==> src/rtl/ledPkg.sv <==
// led register map package with addresses, reset values and blink counter sizing
package ledPkg;

  // register address and data widths
  localparam int regAddrBits = 2;
  localparam int regDataBits = 8;

  // register map
  localparam logic [regAddrBits-1:0] addrLedCtrl   = 2'd0;
  localparam logic [regAddrBits-1:0] addrBlinkRate = 2'd1;
  localparam logic [regAddrBits-1:0] addrScratch   = 2'd2;
  localparam logic [regAddrBits-1:0] addrChipId    = 2'd3;

  // read-only id, writes to its address are dropped
  localparam logic [regDataBits-1:0] chipIdValue = 8'hA5;

  // reset values of the writable registers
  localparam logic [regDataBits-1:0] ledCtrlReset   = 8'h00;
  localparam logic [regDataBits-1:0] blinkRateReset = 8'h00;
  localparam logic [regDataBits-1:0] scratchReset   = 8'h00;

  // free-running blink counter and the tap select width
  localparam int blinkCntBits = 16;
  localparam int rateBits = $clog2(blinkCntBits);

  // led 0 blinks, leds 4:1 follow ledCtrl
  localparam int ledCount = 5;

endpackage

==> src/rtl/spiPkg.sv <==
// spi framing package with byte geometry, synchronizer depth and frame states
package spiPkg;

  // bits in one spi byte, shifted msb first
  localparam int byteBits = 8;

  // width of the bit counter inside a byte
  localparam int bitCntBits = $clog2(byteBits);

  // depth of the sck and ssel synchronizers
  // the two oldest stages feed the edge compare
  localparam int syncStages = 3;

  // mosi only needs metastability cover, no edge detect
  localparam int mosiStages = 2;

  // read flag position in the command byte
  // set means read, clear means write
  localparam int cmdReadBit = 7;

  // frame sequence
  // idle waits for ssel low, cmdPhase takes the command byte,
  // dataPhase moves the register byte, donePhase ignores extra bytes
  typedef enum logic [1:0] {
    idle,
    cmdPhase,
    dataPhase,
    donePhase
  } frameStateT;

endpackage

==> src/rtl/spiEventIf.sv <==
// spi event bundle carrying synchronized strobes from the synchronizer to shifter and control
`timescale 1ns/1ns

interface spiEventIf;

  // one-cycle pulses from the sck edge detect
  logic sckRise;
  logic sckFall;

  // select level, high while ssel pin is low
  logic selActive;

  // one-cycle pulse on ssel falling
  logic frameStart;

  // synchronized mosi, sampled by the shifter on sckRise
  logic mosiBit;

  // synchronizer side drives everything
  modport source (output sckRise, output sckFall, output selActive,
                  output frameStart, output mosiBit);

  // shifter needs the bit clock edges and data
  modport shift (input sckRise, input sckFall, input selActive, input mosiBit);

  // control only follows the frame boundaries
  modport ctrl (input selActive, input frameStart);

endinterface

==> src/rtl/ledRegs.sv <==
// led register bank with read mux, fixed chip id, blink counter and led output drive
`timescale 1ns/1ns

module ledRegs import ledPkg::*;
(
  input  logic                   clk,
  input  logic                   rstN,
  input  logic [regAddrBits-1:0] regAddr,
  input  logic [regDataBits-1:0] regWrData,
  input  logic                   regWrEn,
  output logic [regDataBits-1:0] regRdData,
  output logic [ledCount-1:0]    ledOut
);

  // writable registers
  logic [regDataBits-1:0] ledCtrl;
  logic [regDataBits-1:0] blinkRate;
  logic [regDataBits-1:0] scratch;

  // free-running, wraps
  logic [blinkCntBits-1:0] blinkCnt;

  always_ff @(posedge clk)
  begin
    if (!rstN)
    begin
      ledCtrl   <= ledCtrlReset;
      blinkRate <= blinkRateReset;
      scratch   <= scratchReset;
    end
    else if (regWrEn)
    begin
      case (regAddr)
        addrLedCtrl:   ledCtrl   <= regWrData;
        addrBlinkRate: blinkRate <= regWrData;
        addrScratch:   scratch   <= regWrData;
        // chip id is read-only, write dropped
        default:       ledCtrl   <= ledCtrl;
      endcase
    end
  end

  always_ff @(posedge clk)
  begin
    if (!rstN)
      blinkCnt <= '0;
    else
      blinkCnt <= blinkCnt + 1'b1;
  end

  // read mux, combinational so control can reload tx the next cycle
  always_comb
  begin
    regRdData = '0;
    case (regAddr)
      addrLedCtrl:   regRdData = ledCtrl;
      addrBlinkRate: regRdData = blinkRate;
      addrScratch:   regRdData = scratch;
      addrChipId:    regRdData = chipIdValue;
      default:       regRdData = '0;
    endcase
  end

  // counter tap k toggles every 2^k clk
  // so led 0 gives equal high and low runs of 2^rate
  assign ledOut[0] = blinkCnt[blinkRate[rateBits-1:0]];

  // upper leds straight from ledCtrl low bits
  assign ledOut[ledCount-1:1] = ledCtrl[ledCount-2:0];

endmodule

==> src/rtl/spiCtrl.sv <==
// spi frame controller that decodes the command, sequences register access and counts frames
`timescale 1ns/1ns

module spiCtrl import spiPkg::*, ledPkg::*;
(
  input  logic                   clk,
  input  logic                   rstN,
  spiEventIf.ctrl                ev,
  input  logic [byteBits-1:0]    rxByte,
  input  logic                   byteDone,
  output logic [byteBits-1:0]    txByte,
  output logic                   txLoad,
  output logic [regAddrBits-1:0] regAddr,
  output logic [regDataBits-1:0] regWrData,
  output logic                   regWrEn,
  input  logic [regDataBits-1:0] regRdData
);

  frameStateT frameState;

  // latched command fields
  logic                   isRead;
  logic [regAddrBits-1:0] addrQ;

  // frames that reached donePhase before select dropped, wraps at 256
  logic [byteBits-1:0] frameCnt;

  // reload strobes, one cycle after a byte completes
  logic loadData;
  logic loadZero;

  always_ff @(posedge clk)
  begin
    if (!rstN)
    begin
      frameState <= idle;
      isRead     <= 1'b0;
      addrQ      <= '0;
      frameCnt   <= '0;
      loadData   <= 1'b0;
      loadZero   <= 1'b0;
    end
    else
    begin
      // command byte done, address is latched this edge
      // so read data is valid on the next cycle
      loadData <= byteDone && (frameState == cmdPhase);
      // after the data byte only zeros go out
      loadZero <= byteDone && (frameState == dataPhase);

      if (!ev.selActive)
      begin
        // only a full two-byte frame is counted
        // aborted frames just fall back to idle
        if (frameState == donePhase)
          frameCnt <= frameCnt + 1'b1;
        frameState <= idle;
      end
      else
      begin
        case (frameState)
          idle:
            if (ev.frameStart)
              frameState <= cmdPhase;
          cmdPhase:
            if (byteDone)
            begin
              isRead     <= rxByte[cmdReadBit];
              addrQ      <= rxByte[regAddrBits-1:0];
              frameState <= dataPhase;
            end
          dataPhase:
            if (byteDone)
              frameState <= donePhase;
          // extra bytes are ignored until select drops
          donePhase:
            frameState <= donePhase;
          default:
            frameState <= idle;
        endcase
      end
    end
  end

  // register side
  // write strobe lines up with the data byte so it lands one clk later
  assign regAddr   = addrQ;
  assign regWrData = rxByte;
  assign regWrEn   = byteDone && (frameState == dataPhase) && !isRead;

  // transmit reloads
  // frame count at frame start, then read data or zero for a write
  assign txLoad = ev.frameStart || loadData || loadZero;

  always_comb
  begin
    if (ev.frameStart)
      txByte = frameCnt;
    else if (loadData && isRead)
      txByte = regRdData;
    else
      txByte = '0;
  end

endmodule

==> src/rtl/spiLedTop.sv <==
// spi led peripheral top joining synchronizer, shifter, frame control and register bank
`timescale 1ns/1ns

module spiLedTop import spiPkg::*, ledPkg::*;
(
  input  logic                clk,
  input  logic                rstN,
  input  logic                sck,
  input  logic                ssel,
  input  logic                mosi,
  output logic                miso,
  output logic [ledCount-1:0] ledOut
);

  // synchronized spi strobes
  spiEventIf ev ();

  // shifter and control byte path
  logic [byteBits-1:0] rxByte;
  logic [byteBits-1:0] txByte;
  logic                byteDone;
  logic                txLoad;

  // register access
  logic [regAddrBits-1:0] regAddr;
  logic [regDataBits-1:0] regWrData;
  logic [regDataBits-1:0] regRdData;
  logic                   regWrEn;

  spiSync spiSync_i (
    .clk  (clk),
    .rstN (rstN),
    .sck  (sck),
    .ssel (ssel),
    .mosi (mosi),
    .ev   (ev.source)
  );

  spiShifter spiShifter_i (
    .clk      (clk),
    .rstN     (rstN),
    .ev       (ev.shift),
    .txByte   (txByte),
    .txLoad   (txLoad),
    .rxByte   (rxByte),
    .byteDone (byteDone),
    .miso     (miso)
  );

  spiCtrl spiCtrl_i (
    .clk       (clk),
    .rstN      (rstN),
    .ev        (ev.ctrl),
    .rxByte    (rxByte),
    .byteDone  (byteDone),
    .txByte    (txByte),
    .txLoad    (txLoad),
    .regAddr   (regAddr),
    .regWrData (regWrData),
    .regWrEn   (regWrEn),
    .regRdData (regRdData)
  );

  ledRegs ledRegs_i (
    .clk       (clk),
    .rstN      (rstN),
    .regAddr   (regAddr),
    .regWrData (regWrData),
    .regWrEn   (regWrEn),
    .regRdData (regRdData),
    .ledOut    (ledOut)
  );

endmodule

==> src/rtl/spiShifter.sv <==
// spi byte shifter with receive and transmit registers, bit counter and byte-done strobe
`timescale 1ns/1ns

module spiShifter import spiPkg::*;
(
  input  logic                clk,
  input  logic                rstN,
  spiEventIf.shift            ev,
  input  logic [byteBits-1:0] txByte,
  input  logic                txLoad,
  output logic [byteBits-1:0] rxByte,
  output logic                byteDone,
  output logic                miso
);

  // counts sck rising edges within the current byte
  logic [bitCntBits-1:0] bitCnt;

  // outgoing byte with its msb on the pin
  logic [byteBits-1:0] txReg;

  // last bit of a byte is on this rising edge
  logic lastBit;

  assign lastBit = (bitCnt == bitCntBits'(byteBits - 1));

  always_ff @(posedge clk)
  begin
    if (!rstN)
    begin
      bitCnt   <= '0;
      byteDone <= 1'b0;
    end
    else
    begin
      // a dropped select restarts byte alignment
      if (!ev.selActive)
        bitCnt <= '0;
      else if (ev.sckRise)
        bitCnt <= bitCnt + 1'b1;
      byteDone <= ev.selActive && ev.sckRise && lastBit;
    end
  end

  // receive side shifts left for msb first
  always_ff @(posedge clk)
  begin
    if (ev.selActive && ev.sckRise)
      rxByte <= {rxByte[byteBits-2:0], ev.mosiBit};
  end

  // transmit side
  // the falling edge right after a byte boundary (bitCnt wrapped to 0)
  // must not shift, or the msb of the next loaded byte is lost
  always_ff @(posedge clk)
  begin
    if (!rstN)
      txReg <= '0;
    else if (txLoad)
      txReg <= txByte;
    else if (ev.selActive && ev.sckFall && (bitCnt != '0))
      txReg <= {txReg[byteBits-2:0], 1'b0};
  end

  // single slave so miso is never tri-stated
  assign miso = txReg[byteBits-1];

endmodule

==> src/rtl/spiSync.sv <==
// spi pin synchronizer that turns sck, ssel and mosi into clk-domain edge and frame strobes
`timescale 1ns/1ns

module spiSync import spiPkg::*;
(
  input  logic     clk,
  input  logic     rstN,
  input  logic     sck,
  input  logic     ssel,
  input  logic     mosi,
  spiEventIf.source ev
);

  // newest sample enters at bit 0
  logic [syncStages-1:0] sckReg;
  logic [syncStages-1:0] sselReg;
  logic [mosiStages-1:0] mosiReg;

  always_ff @(posedge clk)
  begin
    if (!rstN)
    begin
      // idle bus levels, mode 0 sck low and ssel high
      // so no edge or frame start fires out of reset
      sckReg  <= '0;
      sselReg <= '1;
      mosiReg <= '0;
    end
    else
    begin
      sckReg  <= {sckReg[syncStages-2:0], sck};
      sselReg <= {sselReg[syncStages-2:0], ssel};
      mosiReg <= {mosiReg[mosiStages-2:0], mosi};
    end
  end

  // edges from the two oldest stages
  assign ev.sckRise = (sckReg[syncStages-1 -: 2] == 2'b01);
  assign ev.sckFall = (sckReg[syncStages-1 -: 2] == 2'b10);

  // ssel is active low
  // select level taken from the same stage that starts the frame
  assign ev.selActive  = ~sselReg[syncStages-2];
  assign ev.frameStart = (sselReg[syncStages-1 -: 2] == 2'b10);

  assign ev.mosiBit = mosiReg[mosiStages-1];

endmodule

==> config.mk <==
export PLATFORM = sky130hd
export DESIGN_NAME = spiLedTop
export DESIGN_NICKNAME = d
export VERILOG_FILES = /design/src/rtl/ledPkg.sv /design/src/rtl/spiPkg.sv /design/src/rtl/spiEventIf.sv /design/src/rtl/ledRegs.sv /design/src/rtl/spiCtrl.sv /design/src/rtl/spiLedTop.sv /design/src/rtl/spiShifter.sv /design/src/rtl/spiSync.sv
export SDC_FILE = /design/constraint.sdc
export NUM_CORES = 1
export LEC_CHECK = 0
export BUFFER_PORTS_ARGS = -buffer_cell sky130_fd_sc_hd__buf_4
export CAP_MARGIN = 20
export CORE_ASPECT_RATIO = 0.7
export CORE_MARGIN = 5
export CORE_UTILIZATION = 45
export DETAILED_ROUTE_END_ITERATION = 10
export PLACE_DENSITY = 0.72
export SETUP_SLACK_MARGIN = 0.5
export SLEW_MARGIN = 0
export SYNTH_ARGS = -nofsm -noshare
export SYNTH_HDL_FRONTEND = slang
export SYNTH_SLANG_ARGS = --single-unit
==> constraint.sdc <==
create_clock -name clk -period 1.6 [get_ports clk]
set_clock_uncertainty 0.15 [all_clocks]
set_input_delay 0.08 -clock clk [delete_from_list [all_inputs] [get_ports clk]]
set_output_delay 0.08 -clock clk [all_outputs]
set_load 0.03 [all_outputs]
==> reports/metrics.csv, run 1 <==
metric,value,unit
Mapped Cells,373,
"most common cell after layout, fill and taps aside",dfxtp_1,
WS Path Type,reg2out,
clock tree buffer depth,2,
"Req. time, crit path",1.37,ns
RSZ-0062 raised after global routing,true,
antenna-violating nets left,0,
gr ovfl total,0,
Max Slew Vio Count,0,
CP Cell Sequence,mux4_2 > mux4_2 > buf_6,
Clock Sinks,83,
Total GRT Usage,19.7,%
Final Hold Slack,0.0328,ns
via count,3022,
Synth cell types,43,
Setup crit end kind,output port,
number of inserted diodes,0,
post-synthesis sequential area ratio,48.9,%
Net Sw Power,0.00104,W
crit-path most repeated cell,mux4_2,
fin nets,454,
syn nets,383,
clock latency on the worst-skew pair,0.34,ns
gpl congestion,0.863,
hold path depth,4,
CP max stage delay,0.51,ns
worst setup margin,-0.521,ns
final hold viol count,0,
Std-Cell Rows,27,
post-route total power,0.00464,W
status,"finished, violations left",
Tmin final,2.12,ns
Port Buffers,10,
fmax,471,MHz
Slew headroom,72.0,%
Yosys warnings,0,
CP Max Fanout,4,
async set-reset flop share out of synthesis,0,%
pwr/cell area,879,nW/um^2
Final Cycle Share,133,%
remaining routing DRC violations,0,
# placed instances,501,
R2R depth,4,
final setup fails,9,
CP Depth,3,
hpwl dp,5.83,mm
slew at the pin closest to its max-slew limit,0.419,ns
"EDFF count, synth",8,
synthesized area,3560,sq um
die area,9830,sq um
Die Ht,84.5,microns
num ports,11,
DR pass1 iterations,5,
type of origin of the critical path,flop,
initial antenna violation count,0,
most frequent cells in the layout,"48 x dfxtp_1, 37 x buf_6, 36 x buf_4",
MaxCap Viol Count,0,
post-synthesis register bit count,83,
share of cells above drive strength 1,45.7,%
dpl cell area,4240,sq um
finished layout cell area,5280,sq um
arrival time worst endpoint,1.89,ns
WP buf/inv,1,
first-pass GRT wire length,15.2,mm
WL final,9.49,mm
violated checks,negative setup slack,
Logic pwr share,4.5,%
largest net degree at the start of global routing,41,
HP Class,in2reg,
slowest CP cell,mux4_2,
Max VDD drop,0.578,mV
P_leak,2.08,nW
vias per cell,5.49,
Detailed Route Iter0 Violations,159,
number of global-route vias before repair,2999,
root buffer cell,clkbuf_16,
Core ar.,7800,sq um
die width,116,microns
clock transition at the registers of the reported paths,0.06,ns
H-tree depth,3,
switching portion of total power,22.3,%
commonest register cell after synthesis,dfxtp_1,
area delta synth->final,48.1,%
Clock power frac,49.7,%
Int Pwr,0.00360,W
Flop pwr share,45.8,%
CTS buffer count,9,
post-route insts no fill,550,
CTS tree,built,
family with the most delay on the worst path,multiplexers,
final core occ,67.6,%
initial core utilization,45.7,%
syn_area_per_cell,9.56,sq um
wire per inst,17.3,microns
-- flip-flops by register name (all words and copies together), names as in the netlist --
register and cells:
ledRegs_i.blinkCnt 16, ledRegs_i.blinkRate 8, ledRegs_i.ledCtrl 8, ledRegs_i.scratch 8, spiCtrl_i.frameCnt 8, spiCtrl_i.frameState 2
spiCtrl_i.isRead 1, spiCtrl_i.loadData 1, spiCtrl_i.loadZero 1, spiCtrl_i.regAddr 2, spiShifter_i.bitCnt 3, spiShifter_i.byteDone 1
spiShifter_i.rxByte 8, spiShifter_i.txReg 8, spiSync_i.mosiReg 2, spiSync_i.sckReg 3, spiSync_i.sselReg 3
-- stage by stage --
step | TNS [ns] | setup WS [ns]
detailed placement | -0.586 | -0.276
global placement | -0.300 | -0.217
CTS | -0.545 | -0.530
floorplan | -0.251 | -0.126
global route | -1.43 | -0.567
finish | -0.676 | -0.521
-- power groups by stage --
stage	clock network, W	logic, W	registers [W]
after floorplan	0	0.0000911	0.00218
after global placement	0	0.000147	0.00217
after detailed placement	0	0.000152	0.00218
after CTS	0.00234	0.000187	0.00213
after global routing	0.00243	0.000225	0.00213
final	0.00231	0.000207	0.00213
-- worst paths after layout --
kind                     startpoint                     end  slack (ns)
min reg2reg    spiSync_i.mosiReg[1]  spiShifter_i.rxByte[0]        0.27
min                            rstN   spiCtrl_i.frameCnt[6]        0.03
max          ledRegs_i.blinkRate[0]               ledOut[0]       -0.52
max reg2reg     spiSync_i.sckReg[1]   spiShifter_i.txReg[3]       -0.05
-- what timing repair did --
item | in CTS | in global routing
cloned | 1 | 0
setup buffers | 18 | 9
setup endpoints to repair | 74 | 75
hold buffers | 5 | 0
pin swaps | 40 | 18
gates resized for setup | 69 | 39
hold endpoints to repair | 17 | 0
-- metal layers --
| layer | track usage [%] | up-vias | wire length (microns) | share of wire, % |
|---|---|---|---|---|
| met4 | 4.64 | 0 | 79 | 0.83 |
| li1 | - | 1462 | - | - |
| met2 | 29.2 | 78 | 4410 | 46 |
| met5 | 0 | - | 0 | 0 |
| met1 | 27.9 | 1471 | 4500 | 47 |
| met3 | 6.41 | 11 | 506 | 5.3 |
-- cells by family after synthesis --
logic type,after synthesis,synth area share [%]
adders and majority gates,5,1.76
xor gates and xnor gates,17,4.18
AOI/OAI and AO/OA,53,8.49
muxes,35,11.7
and+or+nand+nor,151,21.4
DFF,83,48.9
buffers and inverters,29,3.65
-- area by class of cell --
type	count	area, sq um
clock inverters	7	106
well taps	101	126
clock buffers	9	225
inverters	4	15.0
flip-flops and latches	83	1800
repair buffers	85	885
fillers	517	2520
multi-input cells	261	2130
-- Yosys cell counts (5+ instances only) --
cell type / number / area, sq um
and2_1: 7 / 43.8
edfxtp_1: 8 / 240
dfxtp_1: 75 / 1500
nand4_1: 7 / 43.8
mux4_2: 5 / 113
a31oi_1: 7 / 43.8
clkbuf_1: 14 / 52.6
nor3_1: 9 / 45.0
mux2i_1: 27 / 270
o21ai_1: 6 / 30.0
nor2_1: 39 / 146
buf_2: 5 / 25.0
nand3_1: 16 / 80.1
a21oi_1: 9 / 45.0
ha_1: 5 / 62.6
xnor2_1: 7 / 61.3
or3_1: 5 / 31.3
nand2b_1: 7 / 43.8
o21ai_0: 23 / 115
xor2_1: 10 / 87.6
nor4_1: 5 / 31.3
nand2_1: 37 / 139
-- worst reg2reg max path, delay by kind of cell (launching register included) --
family,cells,cell delay (ns)
DFF,1,0.33
and+or+nand+nor,3,0.83
AOI/OAI and AO/OA,1,0.23
(Power assumes the default switching activity.)
==> run 2: changes to the inputs <==
--- a/config.mk
+++ b/config.mk
@@ -12,6 +12,7 @@
 export CORE_UTILIZATION = 45
 export DETAILED_ROUTE_END_ITERATION = 10
 export PLACE_DENSITY = 0.72
+export RECOVER_POWER = 100
 export SETUP_SLACK_MARGIN = 0.5
 export SLEW_MARGIN = 0
 export SYNTH_ARGS = -nofsm -noshare
==> run 2 against run 1 <==
  * The flow still finishes with violations (negative setup slack)
  * First-iteration DRC count rose by 13%
  * Design area did not move
  * Clock power barely moved
  * Global-route usage did not move
  * Via count barely moved
  * Sequential share of layout area did not move
  * Cell count did not move
  * Power barely moved
  * Critical path type unchanged
  * Sequential power barely moved
  * Clock-buffer cell count did not move
==> reports/metrics.csv, run 2 (synthesis results as in run 1) <==
metric,value,unit,change
CTS buffer count,9,,unchanged
CP Cell Sequence,mux4_2 > mux4_2 > buf_6,,
slowest CP cell,mux4_2,,
clock transition at the registers of the reported paths,0.06,ns,about the same
most frequent cells in the layout,"48 x dfxtp_1, 37 x buf_6, 34 x nand2_1",,
final hold viol count,0,,unchanged
number of global-route vias before repair,2999,,unchanged
die area,9830,sq um,unchanged
Tmin final,2.12,ns,-0.00186 ns
root buffer cell,clkbuf_16,,
initial core utilization,45.7,%,unchanged
Detailed Route Iter0 Violations,179,,+13%
HP Class,in2reg,,
"Req. time, crit path",1.37,ns,about the same
status,"finished, violations left",,
remaining routing DRC violations,0,,unchanged
gpl congestion,0.863,,unchanged
share of cells above drive strength 1,45.7,%,unchanged
clock latency on the worst-skew pair,0.34,ns,about the same
Setup crit end kind,output port,,
H-tree depth,3,,unchanged
"most common cell after layout, fill and taps aside",dfxtp_1,,
slew at the pin closest to its max-slew limit,0.419,ns,-0.000904 ns
Port Buffers,10,,unchanged
P_leak,2.08,nW,about the same
dpl cell area,4240,sq um,unchanged
Final Cycle Share,132,%,about the same
MaxCap Viol Count,0,,unchanged
WP buf/inv,1,,unchanged
number of inserted diodes,0,,unchanged
WS Path Type,reg2out,,
antenna-violating nets left,0,,unchanged
violated checks,negative setup slack,,
initial antenna violation count,0,,unchanged
CTS tree,built,,
WL final,9.50,mm,+0.13%
gr ovfl total,0,,unchanged
Fillers,517,,unchanged
DR pass1 iterations,5,,unchanged
Seq. cell area,1800,sq um,unchanged
pwr/cell area,879,nW/um^2,about the same
Final Hold Slack,0.0364,ns,+0.00363 ns
CP max stage delay,0.51,ns,about the same
die width,116,microns,unchanged
type of origin of the critical path,flop,,
clock tree buffer depth,2,,unchanged
vias per cell,5.49,,about the same
largest reg by FF count,ledRegs_i.blinkCnt,,
CP Max Fanout,4,,unchanged
area delta synth->final,48.1,%,unchanged
worst setup margin,-0.519,ns,+0.00186 ns
setup tns final,-0.690,ns,-0.0147 ns
Max VDD drop,0.577,mV,about the same
Core ar.,7800,sq um,unchanged
RSZ-0062 raised after global routing,true,,
family with the most delay on the worst path,multiplexers,,
number of flip-flops under the largest register name,16,,unchanged
fmax,472,MHz,about the same
via count,3019,,-0.099%
first-pass GRT wire length,15.2,mm,unchanged
largest net degree at the start of global routing,41,,unchanged
Die Ht,84.5,microns,unchanged
Slew headroom,72.1,%,about the same
Max Slew Vio Count,0,,unchanged
arrival time worst endpoint,1.89,ns,about the same
final setup fails,10,,+1
fin nets,454,,unchanged
crit-path most repeated cell,mux4_2,,
Std-Cell Rows,27,,unchanged
Total GRT Usage,19.7,%,unchanged
wire per inst,17.3,microns,+0.13%
multi-input logic area,2130,sq um,unchanged
num ports,11,,unchanged
hpwl dp,5.83,mm,unchanged
Clock Sinks,83,,unchanged
finished layout cell area,5280,sq um,unchanged
==> run 2: changes by cell type in the layout (fill, tap and decap cells not counted) <==
| cell | delta |
|---|---|
| and2_1 | -1 |
| clkbuf_4 | +3 |
| buf_4 | -3 |
| and2_0 | +1 |
==> run 2: area by class of cell <==
cell class                 count  share of cell area (%)
multi-input combinational    261                    40.3
sequential                    83                    34.0
timing repair buffer          85                    16.8
clock buffer                   9                    4.27
tap                          101                    2.39
clock inverter                 7                    2.01
inverter                       4                   0.284
==> run 2: where the power goes <==
part           total, W  switching, W  internal (W)
clock           0.00231      0.000911       0.00139
combinational  0.000207      0.000106      0.000101
sequential      0.00213     0.0000177       0.00211
==> run 2: metal layers <==
metal	vias to the layer above	track usage (%)	share of wire, %
met2	80	29.2	46
met1	1470	27.9	47
met4	0	4.64	0.83
li1	1458	-	-
met3	11	6.41	5.4
met5	-	0	0
==> run 2: worst register-to-register path, delay by kind of cell (launching register included) <==
kind | cells | cell delay (ns)
simple gates | 3 | 0.83
flops | 1 | 0.33
compound gates | 1 | 0.23
==> run 2: path summary, 6_finish.rpt <==
check | start | end | slack [ns] | cells past startpoint
worst max-delay path | ledRegs_i.blinkRate[0] | ledOut[0] | -0.52 | 3
worst max register to register | spiSync_i.sckReg[1] | spiShifter_i.txReg[3] | -0.05 | 4
worst min register to register | spiSync_i.mosiReg[1] | spiShifter_i.rxByte[0] | 0.27 | 0
worst min-delay path | rstN | ledRegs_i.blinkCnt[9] | 0.04 | 4
==> run 2: what timing repair did <==
| item | 4_1_cts | 5_1_grt |
|---|---|---|
| endpoints found under the hold margin | 17 | 0 |
| gates cloned | 1 | 0 |
| pin swaps | 40 | 18 |
| setup endpoints to repair | 74 | 75 |
| hold buffers | 5 | 0 |
| setup buffers | 18 | 9 |
| resized for setup | 69 | 39 |
==> run 2: metrics by stage <==
stage          util [%]  instances  power [W]  setup WS [ns]
3_5_place_dp       54.4        501    0.00233         -0.276
6_report           67.6        550    0.00464         -0.519
4_1_cts            64.8        541    0.00465         -0.530
3_3_place_gp       54.4        501    0.00232         -0.217
5_1_grt            67.6        550    0.00478         -0.567
2_1_floorplan         -        373    0.00227         -0.126
